===== src/common/excUnit_params.svh =====
`ifndef EXC_UNIT_PARAMS_SVH
`define EXC_UNIT_PARAMS_SVH

// Wishbone byte address and data widths
`define EXC_WB_ADDR_W 4
`define EXC_WB_DATA_W 32

// Exception counter width, wraps at the top
`define EXC_COUNT_W 16

// Byte offsets of the control/status registers
`define EXC_REG_CTRL   4'h0
`define EXC_REG_STATUS 4'h4
`define EXC_REG_COUNT  4'h8

`endif


===== src/common/excPkg.sv =====
`default_nettype none

package excPkg;

  // Exception kinds
  // Each encoding is also the vector index
  // Index 5 is unused by the vector table, so it marks "no exception"
  typedef enum logic [2:0] {
    excReset         = 3'd0,
    excUndef         = 3'd1,
    excSwi           = 3'd2,
    excPrefetchAbort = 3'd3,
    excDataAbort     = 3'd4,
    excNone          = 3'd5,
    excIrq           = 3'd6,
    excFiq           = 3'd7
  } excKind;

  // Processor modes, CPSR M[4:0] field values
  typedef enum logic [4:0] {
    modeUsr = 5'b10000,
    modeFiq = 5'b10001,
    modeIrq = 5'b10010,
    modeSvc = 5'b10011,
    modeAbt = 5'b10111,
    modeUnd = 5'b11011
  } armMode;

  // Control/status register selected by a bus access
  typedef enum logic [1:0] {
    regCtrl   = 2'd0,
    regStatus = 2'd1,
    regCount  = 2'd2
  } csrReg;

endpackage

`default_nettype wire


===== src/common/excCauseIf.sv =====
`timescale 1ns/1ps
`default_nettype none

interface excCauseIf import excPkg::*; ();

  // Highest ranked cause this cycle, reset not included
  excKind kind;
  // Data abort seen in M now, and the same abort one cycle on
  logic   dataAbortNow;
  logic   dataAbortCycle2;
  // Any cause raised in E
  logic   syncCauseE;
  // Enabled interrupt with nothing above it
  logic   intPending;
  // The pending interrupt is the FIQ
  logic   fiqSelected;

  modport decode (
    output kind, dataAbortNow, dataAbortCycle2, syncCauseE, intPending, fiqSelected
  );

  modport control (
    input kind, dataAbortNow, dataAbortCycle2, syncCauseE, intPending, fiqSelected
  );

  modport result (
    input kind, dataAbortNow, dataAbortCycle2, syncCauseE, intPending, fiqSelected
  );

endinterface

`default_nettype wire


===== src/exception/causeDecode.sv =====
`timescale 1ns/1ps
`default_nettype none

module causeDecode import excPkg::*; (
  input  logic clk,
  input  logic rstN,
  input  logic undefE,
  input  logic swiE,
  input  logic prefetchAbortE,
  input  logic dataAbort,
  input  logic irq,
  input  logic fiq,
  input  logic irqEnable,
  input  logic fiqEnable,
  output logic undefM,
  output logic swiM,
  output logic prefetchAbortM,
  excCauseIf.decode cause
);

  logic dataAbortCycle2;
  logic irqEnSync;
  logic fiqEnSync;
  logic irqLive;
  logic fiqLive;
  logic higherCause;

  // E causes follow their instruction into M
  // The data abort is held one more cycle for vectoring
  always_ff @(posedge clk) begin
    if (!rstN) begin
      undefM          <= 1'b0;
      swiM            <= 1'b0;
      prefetchAbortM  <= 1'b0;
      dataAbortCycle2 <= 1'b0;
    end else begin
      undefM          <= undefE;
      swiM            <= swiE;
      prefetchAbortM  <= prefetchAbortE;
      dataAbortCycle2 <= dataAbort;
    end
  end

  // Enables come from the CSR block
  // One register stage, so a new enable acts a cycle after the bus ack
  always_ff @(posedge clk) begin
    if (!rstN) begin
      irqEnSync <= 1'b0;
      fiqEnSync <= 1'b0;
    end else begin
      irqEnSync <= irqEnable;
      fiqEnSync <= fiqEnable;
    end
  end

  // Masked interrupt lines
  assign irqLive = irq & irqEnSync;
  assign fiqLive = fiq & fiqEnSync;

  // Aborts and E causes outrank both interrupts
  assign higherCause = dataAbort | dataAbortCycle2 | undefE | swiE | prefetchAbortE;

  // Priority encoder
  always_comb begin
    if (dataAbort || dataAbortCycle2)
      cause.kind = excDataAbort;
    else if (prefetchAbortE)
      cause.kind = excPrefetchAbort;
    else if (undefE)
      cause.kind = excUndef;
    else if (swiE)
      cause.kind = excSwi;
    else if (fiqLive)
      cause.kind = excFiq;
    else if (irqLive)
      cause.kind = excIrq;
    else
      cause.kind = excNone;
  end

  assign cause.dataAbortNow    = dataAbort;
  assign cause.dataAbortCycle2 = dataAbortCycle2;
  assign cause.syncCauseE      = undefE | swiE | prefetchAbortE;
  // FIQ wins when both lines are live
  assign cause.intPending      = ~higherCause & (fiqLive | irqLive);
  assign cause.fiqSelected     = ~higherCause & fiqLive;

endmodule

`default_nettype wire


===== src/exception/pipeClearControl.sv =====
`timescale 1ns/1ps
`default_nettype none

module pipeClearControl (
  input  logic clk,
  input  logic rstN,
  input  logic hazardStall,
  excCauseIf.control cause,
  output logic clearF,
  output logic flushD,
  output logic flushE,
  output logic flushM,
  output logic flushW,
  output logic stallD,
  output logic resetMicrop,
  output logic irqAssert,
  output logic fiqAssert
);

  // Clear token position, one bit per stage past F
  logic tokenD;
  logic tokenE;
  logic tokenM;
  logic tokenKill;

  // Token enters F while an interrupt waits and none has reached M yet
  assign clearF = cause.intPending & ~tokenM;

  // Drop every token once the interrupt is raised
  // Also when no interrupt is pending, which covers a higher exception
  // or a line that went away before the token arrived
  assign tokenKill = ~cause.intPending | tokenM;

  always_ff @(posedge clk) begin
    if (!rstN) begin
      tokenD <= 1'b0;
      tokenE <= 1'b0;
      tokenM <= 1'b0;
    end else if (tokenKill) begin
      tokenD <= 1'b0;
      tokenE <= 1'b0;
      tokenM <= 1'b0;
    end else begin
      // Hazard stall freezes F and D, so the token sits in D
      // and a bubble goes on into E
      if (!hazardStall)
        tokenD <= clearF;
      tokenE <= tokenD & ~hazardStall;
      tokenM <= tokenE;
    end
  end

  always_comb begin
    flushD    = 1'b0;
    flushE    = 1'b0;
    flushM    = 1'b0;
    flushW    = 1'b0;
    stallD    = 1'b0;
    irqAssert = 1'b0;
    fiqAssert = 1'b0;
    if (cause.dataAbortNow || cause.dataAbortCycle2) begin
      // Abort caught in M
      // First cycle stalls D and kills E too
      // Second cycle vectors and flushes D
      flushD = 1'b1;
      flushE = cause.dataAbortNow;
      flushM = 1'b1;
      flushW = 1'b1;
      stallD = cause.dataAbortNow;
    end else if (cause.syncCauseE) begin
      // Caught in E
      // Younger work in D goes, the faulting op becomes a bubble in M
      flushD = 1'b1;
      flushM = 1'b1;
    end else if (cause.intPending) begin
      // Squash younger instructions while the token drains
      flushE = tokenD & ~tokenM;
      stallD = tokenD & ~tokenM;
      // Token in M means all older work has retired
      flushD    = tokenM;
      irqAssert = tokenM & ~cause.fiqSelected;
      fiqAssert = tokenM & cause.fiqSelected;
    end
  end

  // Micro-op sequence restarts on the first abort cycle
  assign resetMicrop = cause.dataAbortNow;

endmodule

`default_nettype wire


===== src/exception/vectorResult.sv =====
`timescale 1ns/1ps
`default_nettype none

module vectorResult import excPkg::*; (
  input  logic       rstN,
  input  logic       irqAssert,
  input  logic       fiqAssert,
  excCauseIf.result  cause,
  output logic [2:0] vectorIndex,
  output logic       savePc,
  output logic [1:0] pcInSelect,
  output armMode     newMode,
  output excKind     takenKind
);

  // Kind actually vectored this cycle
  // First data abort cycle only stalls, the vector comes a cycle later
  always_comb begin
    if (!rstN)
      takenKind = excReset;
    else if (cause.dataAbortCycle2)
      takenKind = excDataAbort;
    else if (cause.syncCauseE && !cause.dataAbortNow)
      takenKind = cause.kind;
    else if (fiqAssert)
      takenKind = excFiq;
    else if (irqAssert)
      takenKind = excIrq;
    else
      takenKind = excNone;
  end

  assign savePc      = (takenKind != excNone);
  // Kind encoding is the vector table slot
  assign vectorIndex = takenKind;

  // Return address to save
  always_comb begin
    case (takenKind)
      excIrq, excFiq:
        pcInSelect = 2'b10; // PCD + 4
      excUndef, excSwi, excPrefetchAbort, excDataAbort:
        pcInSelect = 2'b01; // PCD
      default:
        pcInSelect = 2'b00; // PCD + 8
    endcase
  end

  // Mode to enter
  always_comb begin
    case (takenKind)
      excReset, excSwi:               newMode = modeSvc;
      excUndef:                       newMode = modeUnd;
      excPrefetchAbort, excDataAbort: newMode = modeAbt;
      excIrq:                         newMode = modeIrq;
      excFiq:                         newMode = modeFiq;
      default:                        newMode = modeUsr;
    endcase
  end

endmodule

`default_nettype wire


===== src/logic/excCsr.sv =====
`timescale 1ns/1ps
`default_nettype none

`include "excUnit_params.svh"

module excCsr import excPkg::*; (
  input  logic                      clk,
  input  logic                      rstN,
  input  logic                      wbCyc,
  input  logic                      wbStb,
  input  logic                      wbWe,
  input  logic [`EXC_WB_ADDR_W-1:0] wbAdr,
  input  logic [`EXC_WB_DATA_W-1:0] wbDatWr,
  input  logic                      excTaken,
  input  excKind                    takenKind,
  output logic [`EXC_WB_DATA_W-1:0] wbDatRd,
  output logic                      wbAck,
  output logic                      irqEnable,
  output logic                      fiqEnable
);

  logic [1:0]              ctrlReg;
  excKind                  lastKind;
  logic [`EXC_COUNT_W-1:0] excCount;
  csrReg                   regSel;
  logic                    regHit;
  logic                    busReq;
  logic                    busWrite;
  logic                    countInc;

  // Offset decode
  always_comb begin
    regSel = regCtrl;
    regHit = 1'b1;
    case (wbAdr)
      `EXC_REG_CTRL:   regSel = regCtrl;
      `EXC_REG_STATUS: regSel = regStatus;
      `EXC_REG_COUNT:  regSel = regCount;
      default:         regHit = 1'b0;
    endcase
  end

  // New request, ack still low
  assign busReq   = wbCyc & wbStb & ~wbAck;
  assign busWrite = busReq & wbWe;

  // One ack per request, master holds its signals until then
  always_ff @(posedge clk) begin
    if (!rstN)
      wbAck <= 1'b0;
    else
      wbAck <= busReq;
  end

  // Enables, bit 0 IRQ, bit 1 FIQ
  always_ff @(posedge clk) begin
    if (!rstN)
      ctrlReg <= 2'b00;
    else if (busWrite && regHit && regSel == regCtrl)
      ctrlReg <= wbDatWr[1:0];
  end

  // Reset vectoring is not bookkeeping
  assign countInc = excTaken & (takenKind != excReset);

  // Status is read only, it tracks the hardware
  always_ff @(posedge clk) begin
    if (!rstN)
      lastKind <= excNone;
    else if (countInc)
      lastKind <= takenKind;
  end

  // Any write clears, otherwise count up and wrap
  always_ff @(posedge clk) begin
    if (!rstN)
      excCount <= '0;
    else if (busWrite && regHit && regSel == regCount)
      excCount <= '0;
    else if (countInc)
      excCount <= excCount + 1'b1;
  end

  // Read data, zero for unmapped offsets
  always_comb begin
    wbDatRd = '0;
    if (regHit) begin
      case (regSel)
        regCtrl:   wbDatRd[1:0] = ctrlReg;
        regStatus: wbDatRd[2:0] = lastKind;
        regCount:  wbDatRd[`EXC_COUNT_W-1:0] = excCount;
        default:   wbDatRd = '0;
      endcase
    end
  end

  assign irqEnable = ctrlReg[0];
  assign fiqEnable = ctrlReg[1];

endmodule

`default_nettype wire


===== src/logic/excUnit.sv =====
`timescale 1ns/1ps
`default_nettype none

`include "excUnit_params.svh"

module excUnit import excPkg::*; (
  input  logic                      clk,
  input  logic                      rstN,
  // Pipeline causes
  input  logic                      undefE,
  input  logic                      swiE,
  input  logic                      prefetchAbortE,
  input  logic                      dataAbort,
  input  logic                      irq,
  input  logic                      fiq,
  input  logic                      hazardStall,
  // Causes carried into M
  output logic                      undefM,
  output logic                      swiM,
  output logic                      prefetchAbortM,
  output logic                      dataAbortCycle2,
  // Pipeline control
  output logic                      clearF,
  output logic                      flushD,
  output logic                      flushE,
  output logic                      flushM,
  output logic                      flushW,
  output logic                      stallD,
  output logic                      resetMicrop,
  output logic                      irqAssert,
  output logic                      fiqAssert,
  // Vectoring
  output logic [2:0]                vectorIndex,
  output logic                      savePc,
  output logic [1:0]                pcInSelect,
  output armMode                    newMode,
  // Wishbone classic slave
  input  logic                      wbCyc,
  input  logic                      wbStb,
  input  logic                      wbWe,
  input  logic [`EXC_WB_ADDR_W-1:0] wbAdr,
  input  logic [`EXC_WB_DATA_W-1:0] wbDatWr,
  output logic [`EXC_WB_DATA_W-1:0] wbDatRd,
  output logic                      wbAck
);

  logic   irqEnable;
  logic   fiqEnable;
  excKind takenKind;

  excCauseIf cause ();

  causeDecode uDecode (
    .clk            (clk),
    .rstN           (rstN),
    .undefE         (undefE),
    .swiE           (swiE),
    .prefetchAbortE (prefetchAbortE),
    .dataAbort      (dataAbort),
    .irq            (irq),
    .fiq            (fiq),
    .irqEnable      (irqEnable),
    .fiqEnable      (fiqEnable),
    .undefM         (undefM),
    .swiM           (swiM),
    .prefetchAbortM (prefetchAbortM),
    .cause          (cause.decode)
  );

  pipeClearControl uControl (
    .clk         (clk),
    .rstN        (rstN),
    .hazardStall (hazardStall),
    .cause       (cause.control),
    .clearF      (clearF),
    .flushD      (flushD),
    .flushE      (flushE),
    .flushM      (flushM),
    .flushW      (flushW),
    .stallD      (stallD),
    .resetMicrop (resetMicrop),
    .irqAssert   (irqAssert),
    .fiqAssert   (fiqAssert)
  );

  vectorResult uResult (
    .rstN        (rstN),
    .irqAssert   (irqAssert),
    .fiqAssert   (fiqAssert),
    .cause       (cause.result),
    .vectorIndex (vectorIndex),
    .savePc      (savePc),
    .pcInSelect  (pcInSelect),
    .newMode     (newMode),
    .takenKind   (takenKind)
  );

  // Every vectored exception is logged
  excCsr uCsr (
    .clk       (clk),
    .rstN      (rstN),
    .wbCyc     (wbCyc),
    .wbStb     (wbStb),
    .wbWe      (wbWe),
    .wbAdr     (wbAdr),
    .wbDatWr   (wbDatWr),
    .excTaken  (savePc),
    .takenKind (takenKind),
    .wbDatRd   (wbDatRd),
    .wbAck     (wbAck),
    .irqEnable (irqEnable),
    .fiqEnable (fiqEnable)
  );

  // Delayed abort doubles as the abort flag for the rest of the core
  assign dataAbortCycle2 = cause.dataAbortCycle2;

endmodule

`default_nettype wire


===== config.mk =====
export PLATFORM = sky130hd
export DESIGN_NAME = excUnit
export DESIGN_NICKNAME = d
export VERILOG_FILES = /design/src/common/excPkg.sv /design/src/common/excCauseIf.sv /design/src/exception/causeDecode.sv /design/src/exception/pipeClearControl.sv /design/src/exception/vectorResult.sv /design/src/logic/excCsr.sv /design/src/logic/excUnit.sv
export VERILOG_INCLUDE_DIRS = /design/src /design/src/common
export SDC_FILE = /design/constraint.sdc
export NUM_CORES = 1
export LEC_CHECK = 0
export BUFFER_PORTS_ARGS = -buffer_cell sky130_fd_sc_hd__buf_2
export CAP_MARGIN = 15
export CORE_ASPECT_RATIO = 1.4
export CORE_MARGIN = 1
export CORE_UTILIZATION = 47
export DETAILED_ROUTE_END_ITERATION = 12
export HOLD_SLACK_MARGIN = 0.15
export PLACE_DENSITY_LB_ADDON = 0.3
export SLEW_MARGIN = 25
export SYNTH_ARGS = -nofsm -noshare
export SYNTH_HDL_FRONTEND = slang
export SYNTH_SLANG_ARGS = --single-unit
export TNS_END_PERCENT = 1

===== constraint.sdc =====
create_clock -name clk -period 2.48 [get_ports clk]
set_input_delay 0.372 -clock clk [delete_from_list [all_inputs] [get_ports clk]]
set_output_delay 0.372 -clock clk [all_outputs]
set_load 0.01 [all_outputs]

==> results of run 1 <==
==> worst max path at each step <==
stage | startpoint | depth (start not counted) | to | slack [ns]
floorplan | wbAdr[1] | 6 | wbDatRd[2] | 0.08
global placement | wbAdr[1] | 8 | wbDatRd[4] | 0.0004
detailed placement | wbAdr[1] | 8 | wbDatRd[4] | -0.04
CTS | wbAdr[1] | 7 | wbDatRd[1] | 0.01
global route | wbAdr[1] | 10 | wbDatRd[11] | 0.005
finish | wbAdr[1] | 10 | wbDatRd[4] | 0.08
==> worst max-delay path, cell delays in order <==
cell	delay [ns]
buf_2	0.11
buf_4	0.13
nor3_1	0.23
and2_4	0.19
inv_1	0.07
ha_1	0.28
o41ai_4	0.13
buf_12	0.19
and3_1	0.18
buf_2	0.13
==> layout by cell type, fill, tap and decap left out, types with 2 or more instances in the layout <==
cell      count
clkbuf_8      6
a211oi_2      4
dfxtp_1      31
nand3_1       6
a222oi_1      2
buf_4        11
and2_1        7
a211oi_1      6
conb_1       17
nor2_1       11
nand4_1       4
buf_12        2
mux2i_1      18
and3_1       16
and4_1        2
nand2_1      27
buf_2        57
or4b_4        2
inv_1         7
a22oi_1       3
a21oi_1       8
nor3_1        9
ha_1          4
nand2b_1     17
==> final cells by class <==
| cell class | instances | area (um^2) | area share |
|---|---|---|---|
| multi-input combinational | 193 | 1370 | 0.524 |
| sequential | 31 | 621 | 0.237 |
| timing repair buffer | 70 | 408 | 0.156 |
| clock buffer | 6 | 82.6 | 0.0315 |
| tap | 60 | 75.1 | 0.0287 |
| clock inverter | 2 | 35.0 | 0.0134 |
| inverter | 7 | 26.3 | 0.0100 |
==> per-layer routing <==
metal,part of all wire,routed length [um],vias up
li1,-,-,970
met3,0.043,209,12
met4,0.023,110,0
met1,0.42,2000,875
met5,0,0,-
met2,0.52,2500,56
==> power by group through the flow <==
stage / sequential [mW] / clock (mW) / combinational, mW
after floorplan: 0.529 / 0 / 0.143
after global placement: 0.535 / 0 / 0.183
after detailed placement: 0.535 / 0 / 0.187
after CTS: 0.524 / 0.534 / 0.189
after global routing: 0.526 / 0.561 / 0.209
final: 0.524 / 0.520 / 0.189
==> per-stage QoR <==
stage | util | TNS, ns | instance area [um^2] | setup slack [ns] | hold WS, ns
finish | 0.608 | 0 | 2620 | 0.0841 | 0.253
CTS | 0.607 | 0 | 2610 | 0.0109 | 0.245
detailed placement | 0.576 | -0.0554 | 2480 | -0.0377 | 0.432
global route | 0.608 | 0 | 2620 | 0.00545 | 0.263
floorplan | - | 0 | 2220 | 0.0804 | 0.437
global placement | 0.576 | 0 | 2480 | 0.000428 | 0.431
==> what timing repair did <==
action | CTS | global route
endpoints found under the hold margin | 0 | 0
setup endpoints to repair | 8 | 15
resized for setup | 2 | 2
pin swaps | 1 | 1
==> kinds of logic after synthesis <==
logic type | count (synthesis) | synth area share
other | 2 | 0.00346
flip-flops | 31 | 0.286
multiplexers | 18 | 0.0831
AND/OR/NAND/NOR | 114 | 0.304
buffers and inverters | 40 | 0.118
AO/OA/AOI/OAI | 39 | 0.177
adder cells (fa/ha/maj) | 5 | 0.0289
==> run_results.csv, run 1 <==
group,metric,value,unit
pwr,ir_drop,0.319,mV
worst_setup_path,critPathCaptureType,"primary output",
run_status,status,"completed",
pwr,power,1.23,mW
clocking,cts.clk_slew.worst_paths,0.07,ns
clocking,cts_inserted_buffers,5,
floorplanning,die_area,0.00489,mm^2
floorplanning,num_rows,28,
timing,clock_skew,0.00439,ns
hold_path,min_path_type,"in2reg",
hold_path,hold_start,"hazardStall",
floorplanning,fp.dieH,82.4,um
synthesis,async_reset_ff_frac,0,
drt,drt_pre_antenna_iters,4,
pwr,clkPwrFrac,0.422,
synthesis,syn_area_per_cell,8.71,um^2
pwr,p_comb_frac,0.153,
timing,worstMarginPinSlew,0.553,ns
timing,finalCritPeriodShare,0.966,
finish,diodes,0,
finish,area_growth,20.8,%
placed_design,hpwl,3.46,mm
worst_setup_path,critical_path_class,"in2out",
finish,regMostFlops,"uCsr.excCount",
pwr,p_switching,0.319,mW
finish,top_regs,"uCsr.excCount x16, uCsr.lastKind x3, uCsr.ctrlReg x2",
global_route,grt_pass1_wl,7.82,mm
pwr,cellLeakagePower,1.17,nW
clocking,cts_tree,"yes",
global_route,grt_busiest_layer,"met2",
floorplanning,start_util,0.503,
pwr,pwr-share-seq,0.425,
global_route,grt.overflow.total,0,
pwr,powerDensity,471,mW/mm^2
clocking,cts_setup_buffers,0,
synthesis,yosysWarnings,0,
clocking,clockBufferDepth,2,
synthesis,ys_seq_area_frac,0.286,
worst_setup_path,timing.rr.end,"uCsr.excCount[10]",
global_route,grtUsageTotal,0.211,
placed_design,io_buffers,57,
global_route,antenna_found_initial,0,
global_route,grtUsageMet2,0.376,
synthesis,synth_area_leaders,"dfxtp_1, mux2i_1, buf_4",
worst_setup_path,rr_worst_depth,4,
finish,drive_gt1_frac,0.333,
clocking,cts_root_buf,"clkbuf_8",
timing,rsz0062_at_grt,"no",
global_route,met1_usage,0.230,
clocking,clock_sinks,31,
timing,timing_hold_violations_final,0,
worst_setup_path,arrival,2.02,ns
clocking,clk_latency,0.29,ns
drt,num_vias,1913,
global_route,grt_pass1_vias,1760,
clocking,ctsHtreeMaxLevel,2,
timing,relSlewSlack,0.631,
flow_run,max-cap-violations,0,
finish,nFillCells,404,
drt,drtIter0Drc,133,
timing,drv_slew,0,
synthesis,synth_area,0.00217,mm^2
drt,drc,0,
worst_setup_path,setup.worst_path.start_class,"input port",
finish,largest_reg_flops,16,
floorplanning,ioPinCount,105,
synthesis,syn_inst,249,
timing,finalSetupViolations,0,
timing,fmax,417,MHz
global_route,grt_max_degree,32,
placed_design,placed_cells,361,
synthesis,ys_ff_latch,31,
synthesis,synth_enable_flop_cells,0,
hold_path,hold_path_end,"uControl.tokenE",
synthesis,yosysMostFrequentCell,"dfxtp_1",
finish,fin_cells,369,
synthesis,yosysTopAreaCell,"dfxtp_1",
worst_setup_path,cp.required,2.11,ns
worst_setup_path,rrSetupSlack,0.72,ns
global_route,grt.met3_usage,0.0483,
synthesis,synthTopCellsByCount,"dfxtp_1, nand2_1, buf_4, mux2i_1, nand2b_1",
synthesis,synth_top_area_frac,0.286,
drt,viasPerCell,5.18,
pwr,switching_share,0.259,
pwr,intPower,0.914,mW
drt,finalWirelength,4.82,mm
floorplanning,die_w,59.4,um
drt,antenna_left,0,
synthesis,synth_flop_cell,"dfxtp_1",
clocking,cts_hold_buf,0,
placed_design,globalplace.congestion,0.790,
worst_setup_path,critPathMaxFanout,12,
worst_setup_path,worstReg2RegStart,"uDecode.fiqEnSync",
hold_path,hold_depth,2,
finish,nNetsFinal,361,
timing,period_needed,2.40,ns
drt,wire_per_inst,13.1,um
synthesis,synth_cell_types,54,
floorplanning,core,0.00431,mm^2
Power figures use the tool's default switching activity.
==> run 2: changes to the inputs <==
PLACE_DENSITY = 0.81   (was unset)
PLACE_DENSITY_LB_ADDON = unset   (was 0.3)
==> run 2 against run 1 <==
  * Sequential share of layout area increased by 0.18 points
  * Sequential power barely moved
  * Register-to-register slack improved by 0.04 ns
  * Flip-flop and latch count unchanged
  * Wire length is 0.50% higher
  * Largest cell class unchanged
  * Critical path depth stayed put
  * Combinational power about the same
  * Clock-buffer cell count grew 2
  * First-iteration DRC count decreased by 20%
  * Critical path type unchanged
  * Die area is the same
  * Clock skew rose by 0.0010 ns
  * Via count up 1.8%
==> run_results.csv, run 2 (same netlist as run 1, synthesis figures left out) <==
group,metric,value,unit
clocking,cts_setup_buffers,0,
timing,tns,0,ns
global_route,grt.overflow.total,0,
floorplanning,core,0.00431,mm^2
worst_setup_path,setup.worst_path.start_class,"input port",
drt,wire_per_inst,13.2,um
finish,mostFrequentLayoutCells,"buf_2, dfxtp_1, nand2_1, mux2i_1",
drt,viasPerCell,5.29,
global_route,grt_pass1_vias,1775,
hold_path,hold_path_end,"uControl.tokenE",
timing,clock_skew,0.00539,ns
clocking,ctsHtreeMaxLevel,2,
timing,worstMarginPinSlew,0.552,ns
finish,largest_reg_flops,16,
global_route,grt_pass1_wl,7.62,mm
pwr,ir_drop,0.300,mV
clocking,cts_hold_buf,0,
worst_setup_path,critical_path_class,"in2out",
drt,drc,0,
floorplanning,num_rows,28,
worst_setup_path,cp.required,2.11,ns
worst_setup_path,arrival,1.96,ns
finish,diodes,0,
finish,top_regs,"uCsr.excCount x16, uCsr.lastKind x3, uCsr.ctrlReg x2",
global_route,grt_max_degree,32,
worst_setup_path,crit_chain,"buf_2 -> buf_4 -> nor3_1 -> and2_1 -> inv_1 -> ha_2 -> o41ai_4 -> inv_1 -> nor3_2 -> buf_2",
drt,antenna_left,0,
drt,drt_pre_antenna_iters,4,
worst_setup_path,critPathMaxFanout,6,
clocking,cts_inserted_buffers,5,
finish,nNetsFinal,360,
drt,highest_layer,"met4",
run_status,status,"completed",
timing,drv_slew,0,
worst_setup_path,worstReg2RegStart,"uDecode.fiqEnSync",
finish,drive_gt1_frac,0.331,
drt,met1_length,1.90,mm
clocking,clock_sinks,31,
timing,relSlewSlack,0.632,
worst_setup_path,cpPeakStageDelay,0.24,ns
placed_design,place_ws,-0.0722,ns
timing,rsz0062_at_grt,"no",
clocking,clk_latency,0.29,ns
timing,timing_hold_violations_final,0,
floorplanning,ioPinCount,105,
worst_setup_path,rrSetupSlack,0.76,ns
timing,fmax,429,MHz
clocking,cts_root_buf,"clkbuf_8",
worst_setup_path,timing.rr.end,"uCsr.excCount[10]",
finish,area_growth,19.9,%
timing,finalSetupViolations,0,
pwr,powerDensity,445,mW/mm^2
floorplanning,fp.dieH,82.4,um
global_route,grtUsageTotal,0.208,
timing,setup_slack,0.148,ns
flow_run,max-cap-violations,0,
drt,route.met2.wl,2.57,mm
timing,finalCritPeriodShare,0.940,
drt,num_vias,1947,
worst_setup_path,critPathCaptureType,"primary output",
drt,wl_met3,226,um
floorplanning,die_area,0.00489,mm^2
timing,period_needed,2.33,ns
drt,drtIter0Drc,106,
placed_design,globalplace.congestion,0.823,
floorplanning,die_w,59.4,um
clocking,cts.clk_slew.worst_paths,0.06,ns
placed_design,hpwl,3.62,mm
finish,regMostFlops,"uCsr.excCount",
clocking,clockBufferDepth,2,
finish,final_common_cell,"buf_2",
worst_setup_path,rr_worst_depth,4,
pwr,cellLeakagePower,1.15,nW
clocking,cts_tree,"yes",
global_route,antenna_found_initial,0,
drt,finalWirelength,4.85,mm
worst_setup_path,cp_slowest_cell,"ha_2",
hold_path,hold_depth,2,
hold_path,hold_start,"hazardStall",
placed_design,io_buffers,57,
floorplanning,start_util,0.503,
hold_path,min_path_type,"in2reg",
run 2: cell count changes in the layout (fill, tap and decap cells not counted):
cell       before  now
and2_1          7    8
and2_4          1    0
buf_4          11   10
bufinv_16       1    0
clkbuf_1        0    1
clkbuf_8        6    7
clkinv_2        1    0
ha_1            4    3
ha_2            0    1
nor3_1          9    8
nor3_2          0    1
run 2: how the worst max path moves through the flow:
stage,startpoint,to,slack [ns],cells after the start
4_1_cts,wbAdr[1],wbDatRd[2],0.004,7
2_1_floorplan,wbAdr[1],wbDatRd[2],0.08,6
5_1_grt,wbAdr[0],wbDatRd[2],0.01,10
6_report,wbAdr[1],wbDatRd[2],0.15,10
3_3_place_gp,wbAdr[1],wbDatRd[2],-0.04,8
3_5_place_dp,wbAdr[1],wbDatRd[2],-0.07,8
run 2: power breakdown:
| group | leakage, nW | internal [mW] | switching (mW) |
|---|---|---|---|
| sequential | 0.252 | 0.509 | 0.0134 |
| combinational | 0.846 | 0.0801 | 0.109 |
| clock | 0.0515 | 0.253 | 0.191 |
run 2: repair_timing:
action | CTS | global route
hold endpoints to repair | 0 | 0
pin swaps | 1 | 1
endpoints found under the setup margin | 15 | 14
resized for setup | 3 | 2
run 2: layout make-up:
class,instances,area (um^2)
fill,382,1710
multi-input combinational,193,1380
sequential,31,621
timing repair buffer,69,400
clock buffer,8,100
tap,60,75.1
inverter,7,26.3
run 2: per-layer routing:
| layer | vias up | track usage |
|---|---|---|
| li1 | 965 | - |
| met1 | 900 | 0.207 |
| met2 | 68 | 0.387 |
| met3 | 14 | 0.0498 |
| met4 | 0 | 0.114 |
| met5 | - | 0 |
run 2: per-stage QoR:
stage          hold slack [ns]  instances  cell area (um^2)  power [mW]   util
2_1_floorplan            0.437        264              2220       0.672      -
3_3_place_gp             0.426        360              2480       0.716  0.575
3_5_place_dp             0.422        360              2480       0.721  0.575
4_1_cts                  0.258        368              2590        1.16  0.602
5_1_grt                  0.256        368              2600        1.21  0.603
6_report                 0.268        368              2600        1.16  0.603
run 2: critical path, delay by kind of cell:
family	cells	cell delay, ns
fa+ha+maj	1	0.24
compound gates	1	0.11
buf+inv	5	0.64
simple gates	3	0.59
